==> config.mk <==
export PLATFORM = sky130hd
export DESIGN_NAME = mbus_responder_flat
export DESIGN_NICKNAME = d
export VERILOG_FILES = /design/src/source/mbus_pkg.sv /design/src/source/mbus_result_if.sv /design/src/source/mbus_responder.sv /design/src/flat_wrapper.sv
export SDC_FILE = /design/constraint.sdc
export NUM_CORES = 1
export LEC_CHECK = 0
export BUFFER_PORTS_ARGS = -buffer_cell sky130_fd_sc_hd__buf_4
export CAP_MARGIN = 20
export CORE_ASPECT_RATIO = 0.75
export CORE_MARGIN = 10
export CORE_UTILIZATION = 47
export CTS_CLUSTER_SIZE = 12
export DETAILED_ROUTE_END_ITERATION = 8
export GPL_TIMING_DRIVEN = 0
export PLACE_DENSITY = 0.87
export SETUP_SLACK_MARGIN = 0.2
export SYNTH_ARGS = -nofsm -noshare
export SYNTH_HDL_FRONTEND = slang
export SYNTH_SLANG_ARGS = --single-unit
==> constraint.sdc <==
create_clock -name MCLK -period 2.2 [get_ports MCLK]
set_clock_uncertainty 0.05 [all_clocks]
set_input_delay 0 -clock MCLK [delete_from_list [all_inputs] [get_ports MCLK]]
set_output_delay 0 -clock MCLK [all_outputs]
set_load 0.05 [all_outputs]
==> src/source/mbus_pkg.sv <==
package mbus_pkg;

	// ----------------------------------------------------------
	// Bus state machine and ownership
	// ----------------------------------------------------------
	typedef enum logic [3:0] {
		ST_IDLE,
		ST_SELECT,
		ST_RAM_READ,
		ST_ROM_READ,
		ST_FINISH
	} mbus_state_t;

	typedef enum logic [1:0] {
		SRC_NONE,
		SRC_M68K,
		SRC_VDP
	} mbus_src_t;

	// Decoded target of the latched address
	typedef enum logic [2:0] {
		REG_ROM,
		REG_ROM_HIGH,
		REG_BANK,
		REG_CTRL,
		REG_RAM,
		REG_OPEN
	} region_t;

	// ----------------------------------------------------------
	// Address map
	// ----------------------------------------------------------
	// NOP opcode, what the 68000 sees on an unmapped read after reset
	localparam logic [15:0] OPEN_BUS_RESET = 16'h4E71;

	localparam int BANK_COUNT    = 8;
	localparam int BANK_BITS     = 5;
	localparam int RAM_ADDR_BITS = 15;

	// romsz counts 16-bit words, so 2 MB is 1M words
	localparam logic [23:0] BANKING_MIN_ROMSZ = 24'h100000;

	// ROM space is 000000-9FFFFF
	localparam logic [3:0] ROM_LIMIT_TOP = 4'hA;

	// Mapper registers at A130xx, Z80 control at A111xx and A112xx
	localparam logic [15:0] BANK_REG_PAGE    = 16'hA130;
	localparam logic [11:0] CTRL_AREA        = 12'hA11;
	localparam logic [3:0]  CTRL_BUSREQ_PAGE = 4'h1;
	localparam logic [3:0]  CTRL_RESET_PAGE  = 4'h2;

endpackage

==> src/source/mbus_result_if.sv <==
`timescale 1ns/1ps

interface mbus_result_if;
	import mbus_pkg::*;

	// One-cycle completion from the sequencer
	logic        done;
	mbus_src_t   src;
	logic [15:0] data;
	logic        use_open;
	logic        store_open;

	// Last word the 68000 read from memory
	logic [15:0] open_word;

	modport sequencer (
		output done, src, data, use_open, store_open,
		input  open_word
	);

	modport responder (
		input  done, src, data, use_open, store_open,
		output open_word
	);

endinterface

==> src/source/mbus_responder.sv <==
`timescale 1ns/1ps

module mbus_responder (
	input  logic             MCLK,
	input  logic             reset,
	input  logic             m68k_as_n,
	input  logic             vbus_sel,
	output logic [15:0]      m68k_di,
	output logic             m68k_dtack_n,
	output logic [15:0]      vbus_data,
	output logic             vbus_dtack_n,
	mbus_result_if.responder res
);
	import mbus_pkg::*;

	logic [15:0] word;

	// Open-bus substitution for unmapped and bank register reads
	assign word = res.use_open ? res.open_word : res.data;

	// ----------------------------------------------------------
	// Acknowledges and open-bus word
	// ----------------------------------------------------------
	always_ff @(posedge MCLK) begin
		if (reset) begin
			m68k_dtack_n  <= 1'b1;
			vbus_dtack_n  <= 1'b1;
			res.open_word <= OPEN_BUS_RESET;
		end else begin
			if (m68k_as_n)
				m68k_dtack_n <= 1'b1;
			if (!vbus_sel)
				vbus_dtack_n <= 1'b1;

			if (res.done) begin
				if (res.store_open)
					res.open_word <= res.data;
				unique case (res.src)
				SRC_M68K: m68k_dtack_n <= 1'b0;
				SRC_VDP:  vbus_dtack_n <= 1'b0;
				default:  ;
				endcase
			end
		end
	end

	// Read data toward each requester
	always_ff @(posedge MCLK) begin
		if (res.done) begin
			if (res.src == SRC_M68K)
				m68k_di <= word;
			if (res.src == SRC_VDP)
				vbus_data <= word;
		end
	end

endmodule

==> src/flat_wrapper.sv <==
// flat-port wrapper written by rule: the top's interface ports become plain ports
module mbus_responder_flat import mbus_pkg::*;
  (MCLK, reset, m68k_as_n, vbus_sel, m68k_di, m68k_dtack_n, vbus_data, vbus_dtack_n, res_done, res_src, res_data, res_use_open, res_store_open, res_open_word);
  mbus_result_if res_i ();
  input  logic MCLK;
  input  logic reset;
  input  logic m68k_as_n;
  input  logic vbus_sel;
  output logic [15:0] m68k_di;
  output logic m68k_dtack_n;
  output logic [15:0] vbus_data;
  output logic vbus_dtack_n;
  input wire logic [$bits(res_i.done)-1:0] res_done;
  input wire logic [$bits(res_i.src)-1:0] res_src;
  input wire logic [$bits(res_i.data)-1:0] res_data;
  input wire logic [$bits(res_i.use_open)-1:0] res_use_open;
  input wire logic [$bits(res_i.store_open)-1:0] res_store_open;
  output wire logic [$bits(res_i.open_word)-1:0] res_open_word;
  assign res_i.done = res_done;
  assign res_i.src = res_src;
  assign res_i.data = res_data;
  assign res_i.use_open = res_use_open;
  assign res_i.store_open = res_store_open;
  assign res_open_word = res_i.open_word;
  mbus_responder u_core (.MCLK(MCLK), .reset(reset), .m68k_as_n(m68k_as_n), .vbus_sel(vbus_sel), .m68k_di(m68k_di), .m68k_dtack_n(m68k_dtack_n), .vbus_data(vbus_data), .vbus_dtack_n(vbus_dtack_n), .res(res_i));
endmodule
==> flow_summary.ini, run 1 <==
[outcome]
status = complete, no violations

[worst_setup_path]
crit_fanout = 9
worstRegToRegCells = 2
slowest_stage = nor2_1
cp.required_ps = 2160
cp-end-kind = flop
r2r_start = u_core.res.open_word[10]$_SDFFE_PP1P_
cp_top_family = buffers and inverters
rrSetupSlack_ps = 900
r2r-end = u_core.res.open_word[10]$_SDFFE_PP1P_
slowest_delay_ps = 650
cp.arrival_ps = 1620
timing.critical_path.from_type = input pin
critical_path_buf_inv_count = 3
path_class = in2reg
path_cells = dlygate4sd3_1, buf_4, nand2_1, nor2_1, buf_6
cp-startpoint = res_src[0]

[timing]
tightest_slew_ps = 863.5
fin_crit_sh_pct = 75.75
final_hold_viol_count = 0
max_freq_mhz = 600.1
holdWs_ps = 31.15
rsz0062_at_grt = false
report.final.slew_viol_count = 0
relSlewSlack_pct = 42.22
min_period_ps = 1666
setup_viol = 0
fin_tns_setup_ps = 0

[finish]
final_core_util_pct = 74.51
final_nets = 249
fin_area_mm2 = 0.002816
final_layout_size_suffix_gt1_share_pct = 49.33
fill_cells = 257
final_common_cell = buf_4
seq_area_mm2 = 0.001321
multi_input_area_um2 = 516.7
final_cell_mix = buf_4, edfxtp_1, dlygate4sd3_1, dfxtp_1, mux2_2
syn2layout_area_growth_pct = 47.22

[cts]
cts_root_buf = clkbuf_8
max-clock-path-buffers = 2
cts_tree = built
cts_buffers = 5
clk_pin_slew_ps = 80
clock-sinks = 50
cts_max_level = 2
clkLatencyLatePin_ps = 290
cts_setup_buffers = 0

[grt]
grt_pass1_wl_um = 8259
antenna_found_initial = 1
grt_max_degree = 18
globalRoute.totalOverflow = 0
grt_use_total_pct = 15.43
grt_pass1_vias = 1526

[floorplan]
dieArea_mm2 = 0.007049
core_area_mm2 = 0.003780
die_w_um = 93.67
initial_core_util_pct = 50.61
top_level_ports = 75
die_height_um = 75.25
num_rows = 19

[routing]
dr.pass1.iters = 4
ant_nets = 0
wl_per_cell_um = 19.19
drc = 0
routed_wl_um = 5334
via_count = 1468
first_iter_violations = 99
viasPerCell = 5.281

[synth]
synthCells = 124
synth.cell_area_mm2 = 0.001913
synth_nets = 149
synth_seq_cells = 50
synth_seq_area_share_pct = 69.06
synth_area_per_cell_um2 = 15.43
ys.warnings.count = 0
yosysUniqueCellTypes = 19

[pwr]
power_frac_seq_pct = 55.0
leakage_nw = 1.169
clock_power_share_pct = 25.8
combPwrFrac_pct = 19.2
ir_worst_vdd_uv = 618.5
internal_power_mw = 1.409
p_per_area_mw_per_mm2 = 684.5
switchingPower_mw = 0.5191
p_sw_share_pct = 26.93

[job]
maxCapViolCount = 0

[placed_design]
post_dp_cell_area_mm2 = 0.002522
globalplace.congestion = 0.7658
post-dp-hpwl_um = 3742
portBuffers = 71

[worst_hold_path]
hold_path_depth = 3
hp-start = res_done
holdPathEnd = u_core.res.open_word[4]$_SDFFE_PP1P_
hp-class = in2reg
## cell type report
cell class	count	area share (%)
multi-input combinational	65	18.35
tap	52	2.310
clock inverter	2	0.3110
antenna	1	0.08885
buffer	9	2.665
sequential	50	46.91
clock buffer	6	2.577
timing repair buffer	93	26.79
## worst min-delay path: stages
cell and delay (ps):
buf_6 120, nand2_4 100, a211o_1 120
## stage by stage
stage	worst slack (ps)	cells	power, mW
floorplan	668.8	124	1.298
global placement	227.1	247	1.408
detailed placement	500.6	248	1.419
CTS	583.7	277	1.931
global route	453.4	278	1.996
finish	533.5	278	1.928
## Yosys cell counts
cell type | number | area share (%)
edfxtp_1 | 32 | 50
dfxtp_1 | 18 | 19
mux2_2 | 16 | 9.4
a211o_1 | 8 | 3.7
a21bo_2 | 8 | 4.2
a21oi_1 | 8 | 2.1
and3_1 | 8 | 2.6
nand3_1 | 8 | 2.1
buf_6 | 5 | 2.9
buf_2 | 3 | 0.78
nor2_1 | 2 | 0.39
a31oi_1 | 1 | 0.33
and3b_1 | 1 | 0.46
clkbuf_1 | 1 | 0.20
nand2_1 | 1 | 0.20
nand2_4 | 1 | 0.59
nor2b_1 | 1 | 0.33
nor3_1 | 1 | 0.26
o21bai_1 | 1 | 0.39
## logic make-up after synthesis
family	synth area share (%)
AO/OA/AOI/OAI	10.66
multiplexers	9.418
AND/OR/NAND/NOR	6.933
flip-flops	69.06
buffers and inverters	3.924
## power groups by stage
stage / logic [mW] / clock network [mW] / registers, mW
global placement: 0.328 / 0 / 1.08
global route: 0.390 / 0.541 / 1.07
CTS: 0.369 / 0.502 / 1.06
finish: 0.370 / 0.497 / 1.06
detailed placement: 0.338 / 0 / 1.08
floorplan: 0.0926 / 0 / 1.21
## layer usage
layer / up-vias / GRT usage, % / share of wire, %
met3: 15 / 6.852 / 9.7
met5: - / 0 / 0
met2: 61 / 26.58 / 52
li1: 671 / - / -
met1: 721 / 15.71 / 36
met4: 0 / 8.571 / 2.7
## sequential cells by signal, indices dropped and copies added (netlist names)
signal and count:
u_core.m68k_di 16, u_core.res.open_word 16, u_core.vbus_data 16, u_core.m68k_dtack_n 1
u_core.vbus_dtack_n 1
## worst max path at each step
| stage | end | slack (ps) | depth (start not counted) |
|---|---|---|---|
| 6_report | u_core.m68k_di[10]$_DFFE_PP_ | 530 | 5 |
| 5_1_grt | u_core.m68k_di[9]$_DFFE_PP_ | 450 | 5 |
| 4_1_cts | u_core.m68k_di[6]$_DFFE_PP_ | 580 | 5 |
| 3_5_place_dp | u_core.m68k_di[10]$_DFFE_PP_ | 500 | 6 |
| 3_3_place_gp | u_core.m68k_di[14]$_DFFE_PP_ | 230 | 5 |
| 2_1_floorplan | u_core.m68k_di[0]$_DFFE_PP_ | 670 | 5 |
## timing repair
action,4_1_cts,5_1_grt
hold buffers,21,0
resized for setup,0,0
hold endpoints to repair,46,0
setup endpoints to repair,0,0
(Power assumes the default switching activity.)
==> run 2, diff against run 1 <==
==> constraint.sdc (replaced) <==
create_clock -name MCLK -period 1.6 [get_ports MCLK]
set_clock_uncertainty 0.05 [all_clocks]
set_input_delay 0 -clock MCLK [delete_from_list [all_inputs] [get_ports MCLK]]
set_output_delay 0 -clock MCLK [all_outputs]
set_load 0.05 [all_outputs]
==> flow_summary.ini, run 2 (synthesis results as in run 1) <==
[routing]
first_iter_violations = 43
wl_per_cell_um = 18.37
ant_nets = 0
viasPerCell = 5.120
routed_wl_um = 5069
drc = 0
via_count = 1413
dr.pass1.iters = 4

[worst_setup_path]
path_cells = dlygate4sd3_1, clkbuf_4, nor3_2, a31oi_1, dlygate4sd3_1
path_class = in2reg
cp.required_ps = 1740
cp-end-kind = flop
cp.arrival_ps = 1500
crit_fanout = 10
slowest_delay_ps = 560
slowest_stage = dlygate4sd3_1
critical_path.most_common_cell = dlygate4sd3_1
timing.critical_path.from_type = input pin

[timing]
setup_slack_ps = 238.1
min_period_ps = 1362
relSlewSlack_pct = 40.61
setup_viol = 0
fin_crit_sh_pct = 85.12
tightest_slew_ps = 889.9
rsz0062_at_grt = false
final_hold_viol_count = 0
fin_tns_setup_ps = 0
max_freq_mhz = 734.3
report.final.slew_viol_count = 0

[cts]
clock-sinks = 50
clk_pin_slew_ps = 80
cts_root_buf = clkbuf_8
cts_setup_buffers = 0
max-clock-path-buffers = 2
cts_buffers = 5
cts_max_level = 2
cts_tree = built
clkLatencyLatePin_ps = 300

[pwr]
power_frac_seq_pct = 54.1
p_sw_share_pct = 26.42
leakage_nw = 1.167
combPwrFrac_pct = 18.7
p_per_area_mw_per_mm2 = 956.7
clock_power_share_pct = 27.2
ir_worst_vdd_uv = 788.0
internal_power_mw = 1.982
switchingPower_mw = 0.7116

[outcome]
status = complete, no violations

[grt]
grtUsageMet2_pct = 24.88
met1_usage_pct = 16.01
grt_use_total_pct = 14.73
antenna_found_initial = 1
grt_pass1_wl_um = 8024
met3_usage_pct = 6.058
globalRoute.totalOverflow = 0
grt_max_degree = 18
grt_pass1_vias = 1591
grt.busiest_layer = met2

[placed_design]
dp.cells = 247
post-dp-hpwl_um = 3603
dp_slack_ps = -0.9597
globalplace.congestion = 0.7339
portBuffers = 71

[job]
maxCapViolCount = 0

[worst_hold_path]
hp-class = in2reg

[finish]
final_cell_mix = buf_4, edfxtp_1, dlygate4sd3_1, dfxtp_1, mux2_2
fin_cells = 276
syn2layout_area_growth_pct = 47.15
final_layout_size_suffix_gt1_share_pct = 50.67
fill_cells = 261
reg_top3 = u_core.m68k_di x16, u_core.res.open_word x16, u_core.vbus_data x16
final_common_cell = buf_4
final_nets = 247

[floorplan]
top_level_ports = 75
core_area_mm2 = 0.003780
num_rows = 19
die_w_um = 93.67
dieArea_mm2 = 0.007049
initial_core_util_pct = 50.61
die_height_um = 75.25
[run 2: cell count changes in the layout (fill, tap and decap cells not counted), sizes merged]
| cell | previous run | this run |
|---|---|---|
| clkinv | 2 | 1 |
| buf | 80 | 78 |
| dlygate4sd3 | 21 | 20 |
| clkbuf | 7 | 9 |
[run 2: metal layers]
metal  routed length [um]  vias up
met5                    0        -
met4                  163        0
met3                  464       17
met2                 2482       62
met1                 1958      666
li1                     -      668
[run 2: through the flow]
stage / instance area [um2] / total power [mW] / hold WS [ps] / utilization [%]
2_1_floorplan: 1916 / 1.784 / 64.31 / -
3_3_place_gp: 2514 / 1.936 / 166.0 / 66.50
3_5_place_dp: 2514 / 1.950 / 179.8 / 66.50
4_1_cts: 2805 / 2.700 / 15.17 / 74.21
5_1_grt: 2815 / 2.795 / 35.19 / 74.48
6_report: 2815 / 2.693 / 23.91 / 74.48
[run 2: final timing paths]
kind              slack, ps  cells after the start                            startpoint                                   end
hold / removal           20                      3                              res_done  u_core.res.open_word[5]$_SDFFE_PP1P_
setup reg to reg        290                      3        u_core.m68k_dtack_n$_SDFF_PP1_        u_core.m68k_dtack_n$_SDFF_PP1_
setup / recovery        240                      5                                 reset        u_core.m68k_dtack_n$_SDFF_PP1_
hold reg to reg         450                      1  u_core.res.open_word[0]$_SDFFE_PP1P_  u_core.res.open_word[0]$_SDFFE_PP1P_
[run 2: worst max-delay path: cells and delay by family]
family	cells	cell delay (ps)
AO/OA/AOI/OAI	1	60
AND/OR/NAND/NOR	1	160
buffers and inverters	3	1280
[run 2: area by class of cell]
class	instances	area (um2)	area share, %
buffer	9	77.57	2.756
multi-input combinational	65	524.3	18.62
antenna	1	2.502	0.08889
sequential	50	1321	46.93
clock buffer	7	86.33	3.067
clock inverter	1	5.005	0.1778
timing repair buffer	91	733.2	26.04
tap	52	65.06	2.311
[run 2: power by group through the flow]
stage | clock (mW) | sequential, mW | combinational [mW]
finish | 0.732 | 1.46 | 0.503
detailed placement | 0 | 1.49 | 0.463
global route | 0.799 | 1.46 | 0.531
global placement | 0 | 1.48 | 0.452
CTS | 0.741 | 1.46 | 0.501
floorplan | 0 | 1.66 | 0.128
[run 2: what timing repair did]
action / in CTS / in global routing
hold buffers: 20 / 0
hold endpoints to repair: 48 / 0
gates resized for setup: 0 / 2
endpoints found under the setup margin: 0 / 1
