### src/source/mbus_pkg.sv
package mbus_pkg;

	// ----------------------------------------------------------
	// Bus state machine and ownership
	// ----------------------------------------------------------
	typedef enum logic [3:0] {
		ST_IDLE,
		ST_SELECT,
		ST_RAM_READ,
		ST_ROM_READ,
		ST_FINISH
	} mbus_state_t;

	typedef enum logic [1:0] {
		SRC_NONE,
		SRC_M68K,
		SRC_VDP
	} mbus_src_t;

	// Decoded target of the latched address
	typedef enum logic [2:0] {
		REG_ROM,
		REG_ROM_HIGH,
		REG_BANK,
		REG_CTRL,
		REG_RAM,
		REG_OPEN
	} region_t;

	// ----------------------------------------------------------
	// Address map
	// ----------------------------------------------------------
	// NOP opcode, what the 68000 sees on an unmapped read after reset
	localparam logic [15:0] OPEN_BUS_RESET = 16'h4E71;

	localparam int BANK_COUNT    = 8;
	localparam int BANK_BITS     = 5;
	localparam int RAM_ADDR_BITS = 15;

	// romsz counts 16-bit words, so 2 MB is 1M words
	localparam logic [23:0] BANKING_MIN_ROMSZ = 24'h100000;

	// ROM space is 000000-9FFFFF
	localparam logic [3:0] ROM_LIMIT_TOP = 4'hA;

	// Mapper registers at A130xx, Z80 control at A111xx and A112xx
	localparam logic [15:0] BANK_REG_PAGE    = 16'hA130;
	localparam logic [11:0] CTRL_AREA        = 12'hA11;
	localparam logic [3:0]  CTRL_BUSREQ_PAGE = 4'h1;
	localparam logic [3:0]  CTRL_RESET_PAGE  = 4'h2;

endpackage

### src/source/mbus_txn_if.sv
`timescale 1ns/1ps

interface mbus_txn_if;
	import mbus_pkg::*;

	// Latched by the sequencer when a request is taken
	logic [23:1] addr;
	logic [15:0] wdata;
	logic        rnw;
	logic        uds_n;
	logic        lds_n;
	mbus_src_t   src;
	logic        wr_stb;

	// Decode results, combinational on the fields above
	region_t     region;
	logic [23:1] rom_addr;
	logic        bank_en;

	modport sequencer (
		output addr, wdata, rnw, uds_n, lds_n, src, wr_stb,
		input  region
	);

	modport decoder (
		input  addr, wdata, wr_stb,
		output region, rom_addr, bank_en
	);

endinterface

### src/source/mbus_decoder.sv
`timescale 1ns/1ps

module mbus_decoder (
	input  logic        MCLK,
	input  logic        reset,
	input  logic [23:0] romsz,
	mbus_txn_if.decoder txn
);
	import mbus_pkg::*;

	logic [BANK_BITS-1:0] bank [BANK_COUNT];
	logic                 bank_hit;
	logic                 ctrl_page;

	assign ctrl_page = (txn.addr[11:8] == CTRL_BUSREQ_PAGE) ||
	                   (txn.addr[11:8] == CTRL_RESET_PAGE);

	// ----------------------------------------------------------
	// Region decode
	// ----------------------------------------------------------
	always_comb begin
		if (txn.addr[23:20] < ROM_LIMIT_TOP) begin
			// Anything past the end of the cartridge reads as zero
			if ({1'b0, txn.addr} < romsz)
				txn.region = REG_ROM;
			else
				txn.region = REG_ROM_HIGH;
		end else if (txn.addr[23:8] == BANK_REG_PAGE) begin
			txn.region = REG_BANK;
		end else if (txn.addr[23:12] == CTRL_AREA && ctrl_page) begin
			txn.region = REG_CTRL;
		end else if (&txn.addr[23:21]) begin
			// E00000-FFFFFF, 64 KB mirrored
			txn.region = REG_RAM;
		end else begin
			txn.region = REG_OPEN;
		end
	end

	// ----------------------------------------------------------
	// Mapper bank registers
	// ----------------------------------------------------------
	// Register 0 is fixed, only large carts use the mapper
	assign bank_hit = txn.wr_stb && (txn.region == REG_BANK) &&
	                  (|txn.addr[3:1]) && (romsz > BANKING_MIN_ROMSZ);

	always_ff @(posedge MCLK) begin
		if (reset) begin
			for (int i = 0; i < BANK_COUNT; i++) begin
				bank[i] <= BANK_BITS'(i);
			end
			txn.bank_en <= 1'b0;
		end else if (bank_hit) begin
			bank[txn.addr[3:1]] <= txn.wdata[BANK_BITS-1:0];
			txn.bank_en         <= 1'b1;
		end
	end

	// 512 KB pages picked by address bits 21 to 19
	assign txn.rom_addr = txn.bank_en ? {bank[txn.addr[21:19]], txn.addr[18:1]}
	                                  : txn.addr;

endmodule

### src/flat_wrapper.sv
// flat-port wrapper written by rule: the top's interface ports become plain ports
module mbus_decoder_flat import mbus_pkg::*;
  (MCLK, reset, romsz, txn_addr, txn_wdata, txn_wr_stb, txn_region, txn_rom_addr, txn_bank_en);
  mbus_txn_if txn_i ();
  input  logic MCLK;
  input  logic reset;
  input  logic [23:0] romsz;
  input wire logic [$bits(txn_i.addr)-1:0] txn_addr;
  input wire logic [$bits(txn_i.wdata)-1:0] txn_wdata;
  input wire logic [$bits(txn_i.wr_stb)-1:0] txn_wr_stb;
  output wire logic [$bits(txn_i.region)-1:0] txn_region;
  output wire logic [$bits(txn_i.rom_addr)-1:0] txn_rom_addr;
  output wire logic [$bits(txn_i.bank_en)-1:0] txn_bank_en;
  assign txn_i.addr = txn_addr;
  assign txn_i.wdata = txn_wdata;
  assign txn_i.wr_stb = txn_wr_stb;
  assign txn_region = txn_i.region;
  assign txn_rom_addr = txn_i.rom_addr;
  assign txn_bank_en = txn_i.bank_en;
  mbus_decoder u_core (.MCLK(MCLK), .reset(reset), .romsz(romsz), .txn(txn_i));
endmodule
### config.mk
export PLATFORM = sky130hd
export DESIGN_NAME = mbus_decoder_flat
export DESIGN_NICKNAME = d
export VERILOG_FILES = /design/src/source/mbus_pkg.sv /design/src/source/mbus_txn_if.sv /design/src/source/mbus_decoder.sv /design/src/flat_wrapper.sv
export SDC_FILE = /design/constraint.sdc
export NUM_CORES = 1
export LEC_CHECK = 0
export ABC_AREA = 1
export BUFFER_PORTS_ARGS = -buffer_cell sky130_fd_sc_hd__buf_2
export CAP_MARGIN = 40
export CORE_ASPECT_RATIO = 0.75
export CORE_MARGIN = 2
export CORE_UTILIZATION = 55
export CTS_CLUSTER_DIAMETER = 200
export CTS_CLUSTER_SIZE = 20
export DETAILED_ROUTE_END_ITERATION = 10
export PLACE_DENSITY = 0.92
export SETUP_SLACK_MARGIN = 0.2
export SLEW_MARGIN = 20
export SYNTH_ARGS = -nofsm -noshare
export SYNTH_HDL_FRONTEND = slang
export SYNTH_SLANG_ARGS = --single-unit
### constraint.sdc
create_clock -name MCLK -period 3.6 [get_ports MCLK]
set_input_delay 0.18 -clock MCLK [delete_from_list [all_inputs] [get_ports MCLK]]
set_output_delay 0.18 -clock MCLK [all_outputs]
set_load 0.005 [all_outputs]
==> reports/qor.json, run 1 <==
{
  "totalWireLength": {"value": 7.426, "unit": "mm"},
  "timing.critical_path.cells": {"value": "inv_1, nor2_1, nand3_1, o211ai_1, o21ai_0, buf_2"},
  "yosys.area_share.xor_xnor": {"value": 0, "unit": "%"},
  "htreeDepth": {"value": 2},
  "layout.cells.most_common_list": {"value": "sky130_fd_sc_hd__buf_2 (81), sky130_fd_sc_hd__nand2_1 (74), sky130_fd_sc_hd__nor2_1 (70)"},
  "clk_transition_reported_paths": {"value": 0.08, "unit": "ns"},
  "synth-compound-area-share": {"value": 6.947, "unit": "%"},
  "antenna_found_initial": {"value": 0},
  "drv_slew": {"value": 0},
  "reg2reg_to": {"value": "u_core.txn.bank_en"},
  "placementRows": {"value": 23},
  "setup.worst_path.end_class": {"value": "output port"},
  "drt_drc": {"value": 0},
  "fp.dieArea": {"value": 6013, "unit": "sq um"},
  "grt_first_pass_wirelength": {"value": 11.62, "unit": "mm"},
  "worst-r2r-setup-slack": {"value": 2.65, "unit": "ns"},
  "run_status": {"value": "finished, final reports clean"},
  "overflow": {"value": 0},
  "maxCapViolCount": {"value": 0},
  "period_minus_slack": {"value": 1.987, "unit": "ns"},
  "min_delay_path_depth": {"value": 2},
  "crit_arrival": {"value": 1.81, "unit": "ns"},
  "hold_class": {"value": "in -> reg"},
  "multi_input_area": {"value": 1385, "unit": "sq um"},
  "viasPerCell": {"value": 5.466},
  "postPlaceCellArea": {"value": 3308, "unit": "sq um"},
  "cts_tree": {"value": "built"},
  "timing.critical_path.fanout_max": {"value": 8},
  "static-leakage-power": {"value": 1.648, "unit": "nW"},
  "wl_per_cell": {"value": 14.25, "unit": "microns"},
  "floorplan.die.width": {"value": 88.88, "unit": "microns"},
  "min_delay_worst_endpoint": {"value": "u_core.txn.bank_en"},
  "layout-area-overhead-vs-synth": {"value": 14.23, "unit": "%"},
  "syn_area_per_cell": {"value": 7.820, "unit": "sq um"},
  "startpoint_type": {"value": "flip-flop"},
  "crit_path_max_incr_delay": {"value": 0.53, "unit": "ns"},
  "slowest_cell_on_crit_path": {"value": "sky130_fd_sc_hd__dfxtp_1"},
  "fin_crit_sh": {"value": 55.19, "unit": "%"},
  "initialDrtViolationCount": {"value": 326},
  "cts_setup_buffers": {"value": 0},
  "route.antenna.remaining_nets": {"value": 0},
  "share_of_final_layout_standard_cells_stronger_than_drive_strength_1": {"value": 22.65, "unit": "%"},
  "ratio_of_total_power_to_cell_area": {"value": 310.7, "unit": "nW/um^2"},
  "synth.area.mux_share": {"value": 0, "unit": "%"},
  "setup-violations-final": {"value": 0},
  "finalNetCount": {"value": 533},
  "place_congestion": {"value": 0.9312},
  "hold_buffers": {"value": 0},
  "cts_root_buf": {"value": "sky130_fd_sc_hd__clkbuf_8"},
  "synth_area": {"value": 2972, "unit": "sq um"},
  "timing.final.hold_violations": {"value": 0},
  "yosysSeqAreaShare": {"value": 41.09, "unit": "%"},
  "timing.setup.critical_path_class": {"value": "reg -> out"},
  "floorplan.initialDensity": {"value": 56.43, "unit": "%"},
  "finish.instance_area": {"value": 3395, "unit": "sq um"},
  "worst_clock_skew": {"value": 0, "unit": "ns"},
  "worst_ir_drop_vdd": {"value": 0.1819, "unit": "mV"},
  "dpl.hpwl": {"value": 5.756, "unit": "mm"},
  "layout.area.seq": {"value": 1221, "unit": "sq um"},
  "ys_ff_latch": {"value": 41},
  "groute.usage.overall": {"value": 26.06, "unit": "%"},
  "die_y": {"value": 67.66, "unit": "microns"},
  "timing.critical_path.buf_inv": {"value": 2},
  "yosysWarningCount": {"value": 0},
  "rsz0062_at_grt": {"value": "false"},
  "core-area": {"value": 5266, "unit": "sq um"},
  "worst_path_dominant_cell_family": {"value": "flip-flops"},
  "layout_commonest_cell": {"value": "sky130_fd_sc_hd__buf_2"},
  "post_synth_inst_count": {"value": 380},
  "antenna_cells": {"value": 0},
  "numPortBuffers": {"value": 81},
  "worst_skew_pair.late_latency": {"value": 0.30, "unit": "ns"},
  "drt_pre_antenna_iters": {"value": 5},
  "dr_total_vias": {"value": 2848},
  "synth-adder-area-share": {"value": 9.263, "unit": "%"},
  "floorplan.io_pins": {"value": 93},
  "synth_top_family_by_area": {"value": "simple AND/OR/NAND/NOR gates"},
  "grt_pass1_vias": {"value": 2637},
  "number_of_buffers_inserted_during_clock_tree_synthesis": {"value": 5},
  "reg2reg_start": {"value": "u_core.txn.bank_en"},
  "grt_start_max_net_pins": {"value": 21},
  "critical_path_required": {"value": 3.42, "unit": "ns"},
  "post_cts_resized": {"value": 0},
  "fillCellCount": {"value": 466},
  "worst_hold_startpoint": {"value": "reset"},
  "max-clock-path-buffers": {"value": 2},
  "cts_sinks": {"value": 41},
  "synth_cell_type_count": {"value": 26},
  "post_synth_and_or_nand_nor_area_fraction": {"value": 29.77, "unit": "%"},
  "max_clock_freq": {"value": 503.3, "unit": "MHz"},
  "fin_setup_tns": {"value": 0, "unit": "ns"},
  "r2r_cells": {"value": 2}
}
-- report_power, final --
group | internal, W | switching [W]
Clock | 0.000134 | 0.000164
Sequential | 0.000547 | 0.00000819
Combinational | 0.0000754 | 0.000127
-- cell families after synthesis --
family	count (synthesis)
fa+ha+maj	22
buf+inv	81
other cells	1
compound gates	37
flops	41
simple gates	198
-- cell type report --
| type | count | share of cell area [%] |
|---|---|---|
| multi-input combinational | 262 | 40.80 |
| clock inverter | 3 | 0.5160 |
| tap | 75 | 2.764 |
| clock buffer | 5 | 2.027 |
| sequential | 41 | 35.97 |
| inverter | 54 | 5.971 |
| timing repair buffer | 81 | 11.94 |
-- per-layer routing --
metal | wire [microns] | global-route usage [%] | vias to the layer above
li1 | - | - | 1367
met1 | 3020 | 32.84 | 1298
met2 | 3480 | 44.40 | 169
met5 | 0 | 0 | -
met3 | 815 | 6.968 | 14
met4 | 108 | 7.386 | 0
-- registers in the layout, summed over array words and instances, names as in the netlist --
register            count
u_core.bank            40
u_core.txn.bank_en      1
-- per-stage QoR --
| step | hold slack [ns] | instances | power, W | utilization (%) | worst slack (ns) |
|---|---|---|---|---|---|
| floorplan | 0.2842 | 384 | 0.0006892 | - | 2.005 |
| global placement | 0.5084 | 513 | 0.0007544 | 62.82 | 1.494 |
| detailed placement | 0.5181 | 513 | 0.0007650 | 62.82 | 1.388 |
| CTS | 0.1984 | 521 | 0.001058 | 64.46 | 1.661 |
| global route | 0.2043 | 521 | 0.001107 | 64.46 | 1.500 |
| finish | 0.2119 | 521 | 0.001055 | 64.46 | 1.613 |
-- cells in the mapped netlist --
cell type | count | area share, %
sky130_fd_sc_hd__nand3_1 | 25 | 4.2
sky130_fd_sc_hd__nand2_2 | 1 | 0.21
sky130_fd_sc_hd__nand3_2 | 7 | 2.4
sky130_fd_sc_hd__edfxtp_1 | 40 | 40
sky130_fd_sc_hd__a21oi_1 | 10 | 1.7
sky130_fd_sc_hd__buf_4 | 20 | 5.1
sky130_fd_sc_hd__nor2_1 | 70 | 8.8
sky130_fd_sc_hd__o21ai_0 | 16 | 2.7
sky130_fd_sc_hd__inv_2 | 2 | 0.25
sky130_fd_sc_hd__o221ai_1 | 1 | 0.29
sky130_fd_sc_hd__conb_1 | 1 | 0.13
sky130_fd_sc_hd__ha_1 | 22 | 9.3
sky130_fd_sc_hd__nor3_1 | 2 | 0.34
sky130_fd_sc_hd__nor2_8 | 1 | 0.67
sky130_fd_sc_hd__o211ai_1 | 1 | 0.25
sky130_fd_sc_hd__o21a_1 | 2 | 0.51
sky130_fd_sc_hd__nand4_1 | 15 | 3.2
sky130_fd_sc_hd__dfxtp_1 | 1 | 0.67
sky130_fd_sc_hd__o22ai_1 | 6 | 1.3
sky130_fd_sc_hd__a21o_1 | 1 | 0.25
sky130_fd_sc_hd__buf_2 | 1 | 0.17
sky130_fd_sc_hd__nand2_1 | 74 | 9.3
sky130_fd_sc_hd__nor2_2 | 1 | 0.21
sky130_fd_sc_hd__inv_1 | 52 | 6.6
sky130_fd_sc_hd__clkbuf_1 | 6 | 0.76
sky130_fd_sc_hd__nor4_1 | 2 | 0.42
-- worst reg2reg max path, delay by kind of cell (launching register included) --
family | cells | cell delay, ns
buffers and inverters | 1 | 0.18
DFF | 1 | 0.53
AOI/OAI and AO/OA | 1 | 0.18
-- worst max path at each step --
stage	from	end	slack, ns	cells after the start
after floorplan	txn_addr[18]	u_core.bank[7][0]	2.00	8
after global placement	txn_addr[19]	u_core.bank[7][0]	1.49	8
after detailed placement	txn_addr[18]	u_core.bank[2][2]	1.39	8
after CTS	u_core.txn.bank_en	txn_rom_addr[18]	1.66	6
after global routing	u_core.txn.bank_en	txn_rom_addr[18]	1.50	6
final	u_core.txn.bank_en	txn_rom_addr[18]	1.61	6
Note: power is estimated with default switching activity, not from simulation.
==> run 2: changes to the inputs <==
--- a/config.mk
+++ b/config.mk
@@ -5,16 +5,16 @@
 export SDC_FILE = /design/constraint.sdc
 export NUM_CORES = 1
 export LEC_CHECK = 0
-export ABC_AREA = 1
+export ABC_AREA = 0
 export BUFFER_PORTS_ARGS = -buffer_cell sky130_fd_sc_hd__buf_2
 export CAP_MARGIN = 40
 export CORE_ASPECT_RATIO = 0.75
 export CORE_MARGIN = 2
-export CORE_UTILIZATION = 55
+export CORE_UTILIZATION = 46
 export CTS_CLUSTER_DIAMETER = 200
 export CTS_CLUSTER_SIZE = 20
 export DETAILED_ROUTE_END_ITERATION = 10
-export PLACE_DENSITY = 0.92
+export PLACE_DENSITY = 0.84
 export SETUP_SLACK_MARGIN = 0.2
 export SLEW_MARGIN = 20
 export SYNTH_ARGS = -nofsm -noshare
==> constraint.sdc (replaced) <==
create_clock -name MCLK -period 1.7 [get_ports MCLK]
set_input_delay 0.085 -clock MCLK [delete_from_list [all_inputs] [get_ports MCLK]]
set_output_delay 0.085 -clock MCLK [all_outputs]
set_load 0.005 [all_outputs]
==> run 2 against run 1 <==
Net effect: critical path depth rose by 5; largest power group unchanged; utilization increased by 0.64 points; first-iteration DRC count down 31%; critical endpoint is now txn_region[0]; critical path type is now in -> out; worst setup slack worse by 1.6 ns; the run now ends with setup timing left; count of clock-buffer cells in the layout rose by 2; largest cell class unchanged; clock power increased to 2.7 times the previous value; global-route usage down 1.8 points; non-clock buffer count up 41; power up 140%.
==> reports/qor.json, run 2 <==
{
  "numPortBuffers": {"value": 81, "change": "unchanged"},
  "netSwitchingPower": {"value": 0.0006315, "unit": "W", "change": "+110%"},
  "netlist_top_cells_count": {"value": "sky130_fd_sc_hd__edfxtp_1 (40), sky130_fd_sc_hd__inv_1 (29), sky130_fd_sc_hd__ha_1 (22)"},
  "wl_per_cell": {"value": 18.78, "unit": "microns", "change": "+32%"},
  "fin_crit_sh": {"value": 100.9, "unit": "%"},
  "core-area": {"value": 5886, "unit": "sq um", "change": "+12%"},
  "synth_cell_type_count": {"value": 46, "change": "+77%"},
  "cell_internal_pwr": {"value": 0.001891, "unit": "W", "change": "+150%"},
  "antenna_cells": {"value": 0, "change": "unchanged"},
  "number_of_buffers_inserted_during_clock_tree_synthesis": {"value": 5, "change": "unchanged"},
  "failed_checks": {"value": "setup timing"},
  "layout.cells.most_common_list": {"value": "sky130_fd_sc_hd__buf_2 (77), sky130_fd_sc_hd__edfxtp_1 (40), sky130_fd_sc_hd__buf_4 (39)"},
  "fin_setup_tns": {"value": -0.01526, "unit": "ns", "change": "-0.01526 ns"},
  "drv_slew": {"value": 0, "change": "unchanged"},
  "share_of_final_layout_standard_cells_stronger_than_drive_strength_1": {"value": 47.93, "unit": "%", "change": "+25 points"},
  "yosysWarningCount": {"value": 0, "change": "unchanged"},
  "instances_no_fill": {"value": 441, "change": "-15%"},
  "floorplan.initialDensity": {"value": 48.09, "unit": "%", "change": "-8.3 points"},
  "synth_edf_count": {"value": 40, "change": "unchanged"},
  "finalNetCount": {"value": 450, "change": "-16%"},
  "min_delay_worst_endpoint": {"value": "u_core.bank[6][1]"},
  "synth-adder-area-share": {"value": 9.726, "unit": "%", "change": "+0.46 points"},
  "static-leakage-power": {"value": 1.650, "unit": "nW", "change": "about the same"},
  "worst-r2r-setup-slack": {"value": 0.81, "unit": "ns", "change": "-1.84 ns"},
  "synth.area.mux_share": {"value": 8.665, "unit": "%", "change": "+8.7 points"},
  "timing.setup.critical_path_class": {"value": "in -> out"},
  "fp.dieArea": {"value": 6803, "unit": "sq um", "change": "+13%"},
  "cp-startpoint": {"value": "romsz[21]"},
  "groute.usage.overall": {"value": 24.24, "unit": "%", "change": "-1.8 points"},
  "route.met3.wl": {"value": 593, "unit": "microns", "change": "-27%"},
  "netSwitchingFraction": {"value": 25.04, "unit": "%", "change": "-3.3 points"},
  "biggestRegsByFlops": {"value": "u_core.bank x40, u_core.txn.bank_en x1"},
  "grt_pass1_vias": {"value": 2300, "change": "-13%"},
  "worst-slew-pin-transition": {"value": 0.5002, "unit": "ns"},
  "max-clock-path-buffers": {"value": 2, "change": "unchanged"},
  "worst_ir_drop_vdd": {"value": 0.5408, "unit": "mV", "change": "+200%"},
  "cts_root_buf": {"value": "sky130_fd_sc_hd__clkbuf_8"},
  "timing.critical_path.fanout_max": {"value": 2, "change": "-6"},
  "startpoint_type": {"value": "primary input"},
  "share_clk_of_total_power": {"value": 31.8, "unit": "%", "change": "+3.6 points"},
  "synthDominantCellAreaShare": {"value": 42.44, "unit": "%", "change": "+2.0 points"},
  "netlist_top_cells_area": {"value": "sky130_fd_sc_hd__edfxtp_1 (42%), sky130_fd_sc_hd__ha_1 (9.7%), sky130_fd_sc_hd__mux4_2 (8.0%), sky130_fd_sc_hd__buf_4 (4.8%), sky130_fd_sc_hd__inv_1 (3.8%)"},
  "reg2reg_to": {"value": "u_core.txn.bank_en"},
  "worst_clock_skew": {"value": 0, "unit": "ns", "change": "unchanged"},
  "synth_top_flop_cell": {"value": "sky130_fd_sc_hd__edfxtp_1"},
  "r2r_cells": {"value": 1, "change": "-1"},
  "yosys.area_share.xor_xnor": {"value": 0.3095, "unit": "%", "change": "+0.31 points"},
  "hold_class": {"value": "in -> reg"},
  "timing.final.hold_violations": {"value": 0, "change": "unchanged"},
  "route.top_layer_used": {"value": "met4"},
  "critical_path_required": {"value": 1.62, "unit": "ns", "change": "-1.80 ns"},
  "ratio_of_total_power_to_cell_area": {"value": 658.4, "unit": "nW/um^2", "change": "+110%"},
  "overflow": {"value": 0, "change": "unchanged"},
  "initialDrtViolationCount": {"value": 224, "change": "-31%"},
  "place_congestion": {"value": 0.9061, "change": "-2.7%"},
  "synth_top_family_by_area": {"value": "simple AND/OR/NAND/NOR gates"},
  "m1WireLength": {"value": 3.605, "unit": "mm", "change": "+19%"},
  "crit_arrival": {"value": 1.63, "unit": "ns", "change": "-0.18 ns"},
  "die_y": {"value": 71.93, "unit": "microns", "change": "+6.3%"},
  "synth-compound-area-share": {"value": 10.88, "unit": "%", "change": "+3.9 points"},
  "yosys.cell_count.top_type": {"value": "sky130_fd_sc_hd__edfxtp_1"},
  "layout_commonest_cell": {"value": "sky130_fd_sc_hd__buf_2"},
  "layout-area-overhead-vs-synth": {"value": 35.37, "unit": "%"},
  "largest_reg_flops": {"value": 40, "change": "unchanged"},
  "setup-violations-final": {"value": 1, "change": "+1"},
  "period_minus_slack": {"value": 1.715, "unit": "ns"},
  "floorplan.die.width": {"value": 94.58, "unit": "microns", "change": "+6.4%"},
  "worst_hold_startpoint": {"value": "txn_wdata[1]"},
  "seq_power_share": {"value": 46.9, "unit": "%", "change": "-5.7 points"},
  "viasPerCell": {"value": 5.610, "change": "+2.6%"},
  "drt_drc": {"value": 0, "change": "unchanged"},
  "synth_top_area_cell": {"value": "sky130_fd_sc_hd__edfxtp_1"},
  "grt_start_max_net_pins": {"value": 30, "change": "+43%"},
  "maxCapViolCount": {"value": 0, "change": "unchanged"},
  "htreeDepth": {"value": 2, "change": "unchanged"},
  "yosysSeqAreaShare": {"value": 43.15, "unit": "%", "change": "+2.1 points"},
  "post_synth_inst_count": {"value": 257, "change": "-32%"},
  "grt_first_pass_wirelength": {"value": 12.19, "unit": "mm", "change": "+4.9%"},
  "rsz0062_at_grt": {"value": "true"},
  "synth_area": {"value": 2830, "unit": "sq um", "change": "-4.8%"},
  "route.antenna.remaining_nets": {"value": 0, "change": "unchanged"},
  "slew_headroom": {"value": 66.13, "unit": "%"},
  "max_clock_freq": {"value": 583.0, "unit": "MHz"},
  "dr_total_vias": {"value": 2474, "change": "-13%"},
  "dpl.hpwl": {"value": 6.572, "unit": "mm", "change": "+14%"},
  "antenna_found_initial": {"value": 0, "change": "unchanged"},
  "reg2reg_start": {"value": "u_core.txn.bank_en"},
  "placementRows": {"value": 24, "change": "+4.3%"},
  "worst_skew_pair.late_latency": {"value": 0.29, "unit": "ns", "change": "about the same"},
  "syn_area_per_cell": {"value": 11.01, "unit": "sq um", "change": "+41%"},
  "floorplan.io_pins": {"value": 93, "change": "unchanged"},
  "finalWorstSetupSlack": {"value": -0.01526, "unit": "ns", "change": "-1.628 ns"},
  "combinationalPowerShare": {"value": 21.3, "unit": "%", "change": "+2.1 points"},
  "min_delay_path_depth": {"value": 3, "change": "+1"},
  "clk_transition_reported_paths": {"value": 0.08, "unit": "ns", "change": "about the same"},
  "detailroute.wirelength.met2": {"value": 3.920, "unit": "mm", "change": "+13%"},
  "ys_ff_latch": {"value": 41, "change": "unchanged"},
  "totalWireLength": {"value": 8.282, "unit": "mm", "change": "+12%"},
  "cts_tree": {"value": "built"},
  "post_synth_and_or_nand_nor_area_fraction": {"value": 16.58, "unit": "%", "change": "-13 points"},
  "setup.worst_path.end_class": {"value": "output port"},
  "drt_pre_antenna_iters": {"value": 5, "change": "unchanged"},
  "registers.top_by_ff_count": {"value": "u_core.bank"},
  "run_status": {"value": "complete, but fails checks"},
  "post-place-cells": {"value": 429, "change": "-16%"},
  "cts_sinks": {"value": 41, "change": "unchanged"},
  "fraction_of_synthesis_flops_using_an_asynchronous_set_or_reset_pin": {"value": 0, "unit": "%", "change": "unchanged"}
}
-- run 2: changes by cell type after synthesis, sizes merged, moves of 6 or more --
cell,change
inv,-25
mux4,+10
nand2,-69
nand3,-25
nand4,-12
nor2,-51
nor4,+6
o21ai,-8
o22ai,-6
-- run 2: power by group through the flow --
stage / clock network, W / registers, W / logic [W]
2_1_floorplan: 0 / 0.00119 / 0.000269
3_3_place_gp: 0 / 0.00120 / 0.000457
3_5_place_dp: 0 / 0.00120 / 0.000479
4_1_cts: 0.000804 / 0.00118 / 0.000513
5_1_grt: 0.000845 / 0.00118 / 0.000586
6_report: 0.000802 / 0.00118 / 0.000538
-- run 2: worst max-delay path: stages --
cell                       delay (ns)
sky130_fd_sc_hd__buf_8           0.08
sky130_fd_sc_hd__inv_4           0.03
sky130_fd_sc_hd__ha_4            0.26
sky130_fd_sc_hd__nor2b_4         0.13
sky130_fd_sc_hd__nand4_1         0.14
sky130_fd_sc_hd__buf_4           0.18
sky130_fd_sc_hd__nor4_4          0.12
sky130_fd_sc_hd__buf_4           0.16
sky130_fd_sc_hd__o211ai_1        0.12
sky130_fd_sc_hd__a31oi_1         0.18
sky130_fd_sc_hd__buf_2           0.14
-- run 2: cell families after synthesis --
family                     after synthesis
adders and majority gates               22
buffers and inverters                   57
xor gates and xnor gates                 1
AOI/OAI and AO/OA                       46
DFF                                     41
muxes                                   12
and+or+nand+nor                         77
other                                    1
-- run 2: layout make-up --
type	count	area (sq um)
clock buffers	7	86.33
clock inverters	1	30.03
inverters	29	111.4
fillers	435	2054
well taps	78	97.59
multi-input cells	163	1531
repair buffers	122	753.2
flip-flops and latches	41	1221
-- run 2: layer usage --
| metal | vias up | GRT usage, % |
|---|---|---|
| li1 | 1155 | - |
| met1 | 1190 | 34.79 |
| met2 | 117 | 38.97 |
| met3 | 12 | 4.361 |
| met4 | 0 | 5.475 |
| met5 | - | 0 |
-- run 2: per-stage QoR --
step                hold WS, ns  cell area [sq um]  total power (W)  setup WS (ns)  utilization [%]
CTS                      0.1707               3732         0.002498      -0.001449            63.41
floorplan                0.2508               2905         0.001457       -0.01661                -
finish                   0.1753               3831         0.002522       -0.01526            65.09
global route             0.1767               3831         0.002616       -0.04517            65.09
detailed placement       0.3561               3493         0.001683        -0.2518            59.35
global placement         0.3586               3493         0.001657        -0.1300            59.35
-- run 2: worst max-delay path by stage --
stage,end,slack [ns]
2_1_floorplan,u_core.bank[3][0],-0.02
3_3_place_gp,u_core.bank[2][0],-0.13
3_5_place_dp,u_core.bank[5][1],-0.25
4_1_cts,txn_region[0],-0.001
5_1_grt,txn_region[0],-0.05
6_report,txn_region[0],-0.02
-- run 2: timing repair --
item	CTS	global route
setup endpoints to repair	51	42
hold buffers	0	0
pin swaps	11	10
setup buffers	2	2
resized for setup	21	15
==> run 3: changes to the inputs <==
--- a/config.mk
+++ b/config.mk
@@ -15,6 +15,7 @@
 export CTS_CLUSTER_SIZE = 20
 export DETAILED_ROUTE_END_ITERATION = 10
 export PLACE_DENSITY = 0.84
+export REMOVE_ABC_BUFFERS = 1
 export SETUP_SLACK_MARGIN = 0.2
 export SLEW_MARGIN = 20
 export SYNTH_ARGS = -nofsm -noshare
==> run 3 against run 2 <==
Net effect: the flow still finishes with violations (setup timing); worst hold slack better by 0.011 ns; die area unchanged; design area up 6.2%; non-clock buffer count up 12; routed wire length up 17%; final cell count up 2.7%; power up 2.8%; utilization up 4.1 points; clock power about the same; sequential power about the same; fmax down 6.0%.
==> reports/qor.json, run 3 (synthesis results as in run 2) <==
{
  "timing.final.hold_violations": {"value": 0, "change": "unchanged"},
  "cts_root_buf": {"value": "sky130_fd_sc_hd__clkbuf_8"},
  "hold_buffers": {"value": 0, "change": "unchanged"},
  "htreeDepth": {"value": 2, "change": "unchanged"},
  "placementRows": {"value": 24, "change": "unchanged"},
  "layout-area-overhead-vs-synth": {"value": 43.81, "unit": "%"},
  "clk_transition_reported_paths": {"value": 0.08, "unit": "ns", "change": "about the same"},
  "number_of_buffers_inserted_during_clock_tree_synthesis": {"value": 5, "change": "unchanged"},
  "share_of_final_layout_standard_cells_stronger_than_drive_strength_1": {"value": 52.80, "unit": "%", "change": "+4.9 points"},
  "viasPerCell": {"value": 6.007, "change": "+7.1%"},
  "cts_tree": {"value": "built"},
  "setup.worst_path.end_class": {"value": "output port"},
  "maxCapViolCount": {"value": 0, "change": "unchanged"},
  "grt_first_pass_wirelength": {"value": 12.67, "unit": "mm", "change": "+4.0%"},
  "max-clock-path-buffers": {"value": 2, "change": "unchanged"},
  "critical_path_required": {"value": 1.62, "unit": "ns", "change": "about the same"},
  "hold_class": {"value": "in -> reg"},
  "dr_total_vias": {"value": 2721, "change": "+10%"},
  "layout.cells.most_common_list": {"value": "sky130_fd_sc_hd__buf_2 (78), sky130_fd_sc_hd__buf_4 (40), sky130_fd_sc_hd__edfxtp_1 (40)"},
  "worst_ir_drop_vdd": {"value": 0.4896, "unit": "mV", "change": "-9.5%"},
  "rsz0062_at_grt": {"value": "true"},
  "fillCellCount": {"value": 383, "change": "-12%"},
  "worst_skew_pair.late_latency": {"value": 0.29, "unit": "ns", "change": "about the same"},
  "static-leakage-power": {"value": 1.736, "unit": "nW", "change": "+5.2%"},
  "worst_hold_startpoint": {"value": "txn_wdata[1]"},
  "layout_commonest_cell": {"value": "sky130_fd_sc_hd__buf_2"},
  "antenna_cells": {"value": 0, "change": "unchanged"},
  "floorplan.io_pins": {"value": 93, "change": "unchanged"},
  "dpl.hpwl": {"value": 6.516, "unit": "mm", "change": "-0.86%"},
  "reg2reg_start": {"value": "u_core.txn.bank_en"},
  "period_minus_slack": {"value": 1.824, "unit": "ns", "change": "+0.1091 ns"},
  "fin_crit_sh": {"value": 107.3, "unit": "%", "change": "+6.4 points"},
  "drt_drc": {"value": 0, "change": "unchanged"},
  "timing.setup.critical_path_class": {"value": "in -> out"},
  "reg2reg_to": {"value": "u_core.txn.bank_en"},
  "postPlaceCellArea": {"value": 3473, "unit": "sq um", "change": "-0.57%"},
  "timing.critical_path.mode_cell": {"value": "sky130_fd_sc_hd__buf_2"},
  "min_delay_worst_endpoint": {"value": "u_core.bank[2][1]"},
  "min_delay_path_depth": {"value": 3, "change": "unchanged"},
  "cts_sinks": {"value": 41, "change": "unchanged"},
  "timing.critical_path.cells": {"value": "buf_2, buf_12, ha_4, nand3_2, a2bb2oi_1, a221oi_2, a21oi_1, a31oi_1, buf_2"},
  "max_clock_freq": {"value": 548.1, "unit": "MHz", "change": "-6.0%"},
  "finalNetCount": {"value": 462, "change": "+2.7%"},
  "cp-startpoint": {"value": "txn_addr[19]"},
  "totalWireLength": {"value": 9.676, "unit": "mm", "change": "+17%"},
  "floorplan.initialDensity": {"value": 48.09, "unit": "%", "change": "unchanged"},
  "route.antenna.remaining_nets": {"value": 0, "change": "unchanged"},
  "setup-violations-final": {"value": 1, "change": "unchanged"},
  "place_congestion": {"value": 0.9043, "change": "-0.20%"},
  "worst_clock_skew": {"value": 0, "unit": "ns", "change": "unchanged"},
  "biggestRegsByFlops": {"value": "u_core.bank x40, u_core.txn.bank_en x1"},
  "crit_arrival": {"value": 1.74, "unit": "ns", "change": "+0.11 ns"},
  "r2r_cells": {"value": 1, "change": "unchanged"},
  "ratio_of_total_power_to_cell_area": {"value": 637.3, "unit": "nW/um^2", "change": "-3.2%"},
  "largest_reg_flops": {"value": 40, "change": "unchanged"},
  "slowest_cell_on_crit_path": {"value": "sky130_fd_sc_hd__a221oi_2"},
  "grt_pass1_vias": {"value": 2520, "change": "+9.6%"},
  "post-route-util": {"value": 69.15, "unit": "%", "change": "+4.1 points"},
  "core-area": {"value": 5886, "unit": "sq um", "change": "unchanged"},
  "worst-r2r-setup-slack": {"value": 0.79, "unit": "ns", "change": "-0.02 ns"},
  "drt_pre_antenna_iters": {"value": 5, "change": "unchanged"},
  "groute.usage.overall": {"value": 24.99, "unit": "%", "change": "+0.75 points"},
  "worst_path_dominant_cell_family": {"value": "compound AO/OA/AOI/OAI gates"},
  "initialDrtViolationCount": {"value": 231, "change": "+3.1%"},
  "startpoint_type": {"value": "primary input"},
  "antenna_found_initial": {"value": 0, "change": "unchanged"},
  "drv_slew": {"value": 0, "change": "unchanged"},
  "worst-slew-pin-transition": {"value": 0.5559, "unit": "ns", "change": "+0.05573 ns"},
  "numPortBuffers": {"value": 81, "change": "unchanged"},
  "fp.dieArea": {"value": 6803, "unit": "sq um", "change": "unchanged"},
  "grt_start_max_net_pins": {"value": 30, "change": "unchanged"},
  "finalWorstSetupSlack": {"value": -0.1243, "unit": "ns", "change": "-0.1091 ns"},
  "timing.critical_path.buf_inv": {"value": 3, "change": "-2"},
  "overflow": {"value": 0, "change": "unchanged"},
  "timing.critical_path.fanout_max": {"value": 11, "change": "+9"},
  "wl_per_cell": {"value": 21.36, "unit": "microns", "change": "+14%"},
  "failed_checks": {"value": "setup timing"},
  "crit_path_max_incr_delay": {"value": 0.34, "unit": "ns", "change": "+0.08 ns"},
  "fin_setup_tns": {"value": -0.1243, "unit": "ns", "change": "-0.1091 ns"},
  "registers.top_by_ff_count": {"value": "u_core.bank"},
  "slew_headroom": {"value": 62.89, "unit": "%", "change": "-3.2 points"},
  "finish.instance_area": {"value": 4070, "unit": "sq um", "change": "+6.2%"},
  "floorplan.die.width": {"value": 94.58, "unit": "microns", "change": "unchanged"},
  "die_y": {"value": 71.93, "unit": "microns", "change": "unchanged"},
  "run_status": {"value": "complete, but fails checks"}
}
run 3: cell types whose count changed in the layout (fill, tap and decap cells not counted), moves of 4 or more:
cell / previous run / this run
sky130_fd_sc_hd__and4_2: 4 / 0
sky130_fd_sc_hd__and4_4: 0 / 4
sky130_fd_sc_hd__buf_6: 4 / 12
sky130_fd_sc_hd__ha_1: 21 / 17
sky130_fd_sc_hd__ha_4: 1 / 5
sky130_fd_sc_hd__nand3_1: 6 / 2
sky130_fd_sc_hd__nand3_2: 0 / 5
sky130_fd_sc_hd__nor2_1: 21 / 16
sky130_fd_sc_hd__o21ai_1: 0 / 4
run 3: power by group:
group	leakage, nW	switching, W	internal (W)
registers	0.396	0.0000263	0.00116
logic	1.28	0.000321	0.000284
clock network	0.0585	0.000324	0.000479
total	1.74	0.000672	0.00192
run 3: worst max-delay path by stage:
| stage | cells past startpoint | slack (ns) | to |
|---|---|---|---|
| after floorplan | 5 | -0.26 | u_core.bank[1][0] |
| after global placement | 8 | -0.26 | u_core.bank[4][3] |
| after detailed placement | 8 | -0.32 | u_core.bank[5][3] |
| after CTS | 10 | -0.006 | txn_region[0] |
| after global routing | 9 | -0.15 | txn_region[0] |
| final | 9 | -0.12 | txn_region[0] |
run 3: what timing repair did:
item                                    CTS  global route
cloned                                    0             0
buffers inserted                          3             8
gates resized for setup                  36            46
endpoints found under the setup margin   76            76
pin swaps                                14            15
run 3: layout make-up:
type / instances / area, sq um / share of cell area, %
Clock buffer: 7 / 86.33 / 2.121
Timing Repair Buffer: 134 / 895.9 / 22.01
Clock inverter: 1 / 30.03 / 0.7378
Tap cell: 78 / 97.59 / 2.398
Inverter: 29 / 108.9 / 2.674
Sequential cell: 41 / 1221 / 30.00
Multi-Input combinational cell: 163 / 1630 / 40.06
run 3: per-layer routing:
| metal | track usage, % | wire length [microns] | vias to the layer above |
|---|---|---|---|
| met3 | 5.815 | 994 | 43 |
| li1 | - | - | 1172 |
| met5 | 0 | 0 | - |
| met1 | 33.95 | 3523 | 1301 |
| met2 | 40.71 | 4728 | 205 |
| met4 | 7.085 | 429 | 0 |
run 3: through the flow:
stage	hold slack (ns)	worst slack (ns)	cells	power (W)
4_1_cts	0.1570	-0.005638	445	0.002508
3_5_place_dp	0.3604	-0.3203	434	0.001677
6_report	0.1859	-0.1243	453	0.002594
3_3_place_gp	0.3579	-0.2619	434	0.001656
2_1_floorplan	0.1700	-0.2603	233	0.001392
5_1_grt	0.2021	-0.1476	453	0.002674
run 3: worst min-delay path: stages:
cell and delay (ns):
sky130_fd_sc_hd__buf_2 0.09, sky130_fd_sc_hd__nor2b_1 0.11, sky130_fd_sc_hd__nand3_2 0.09
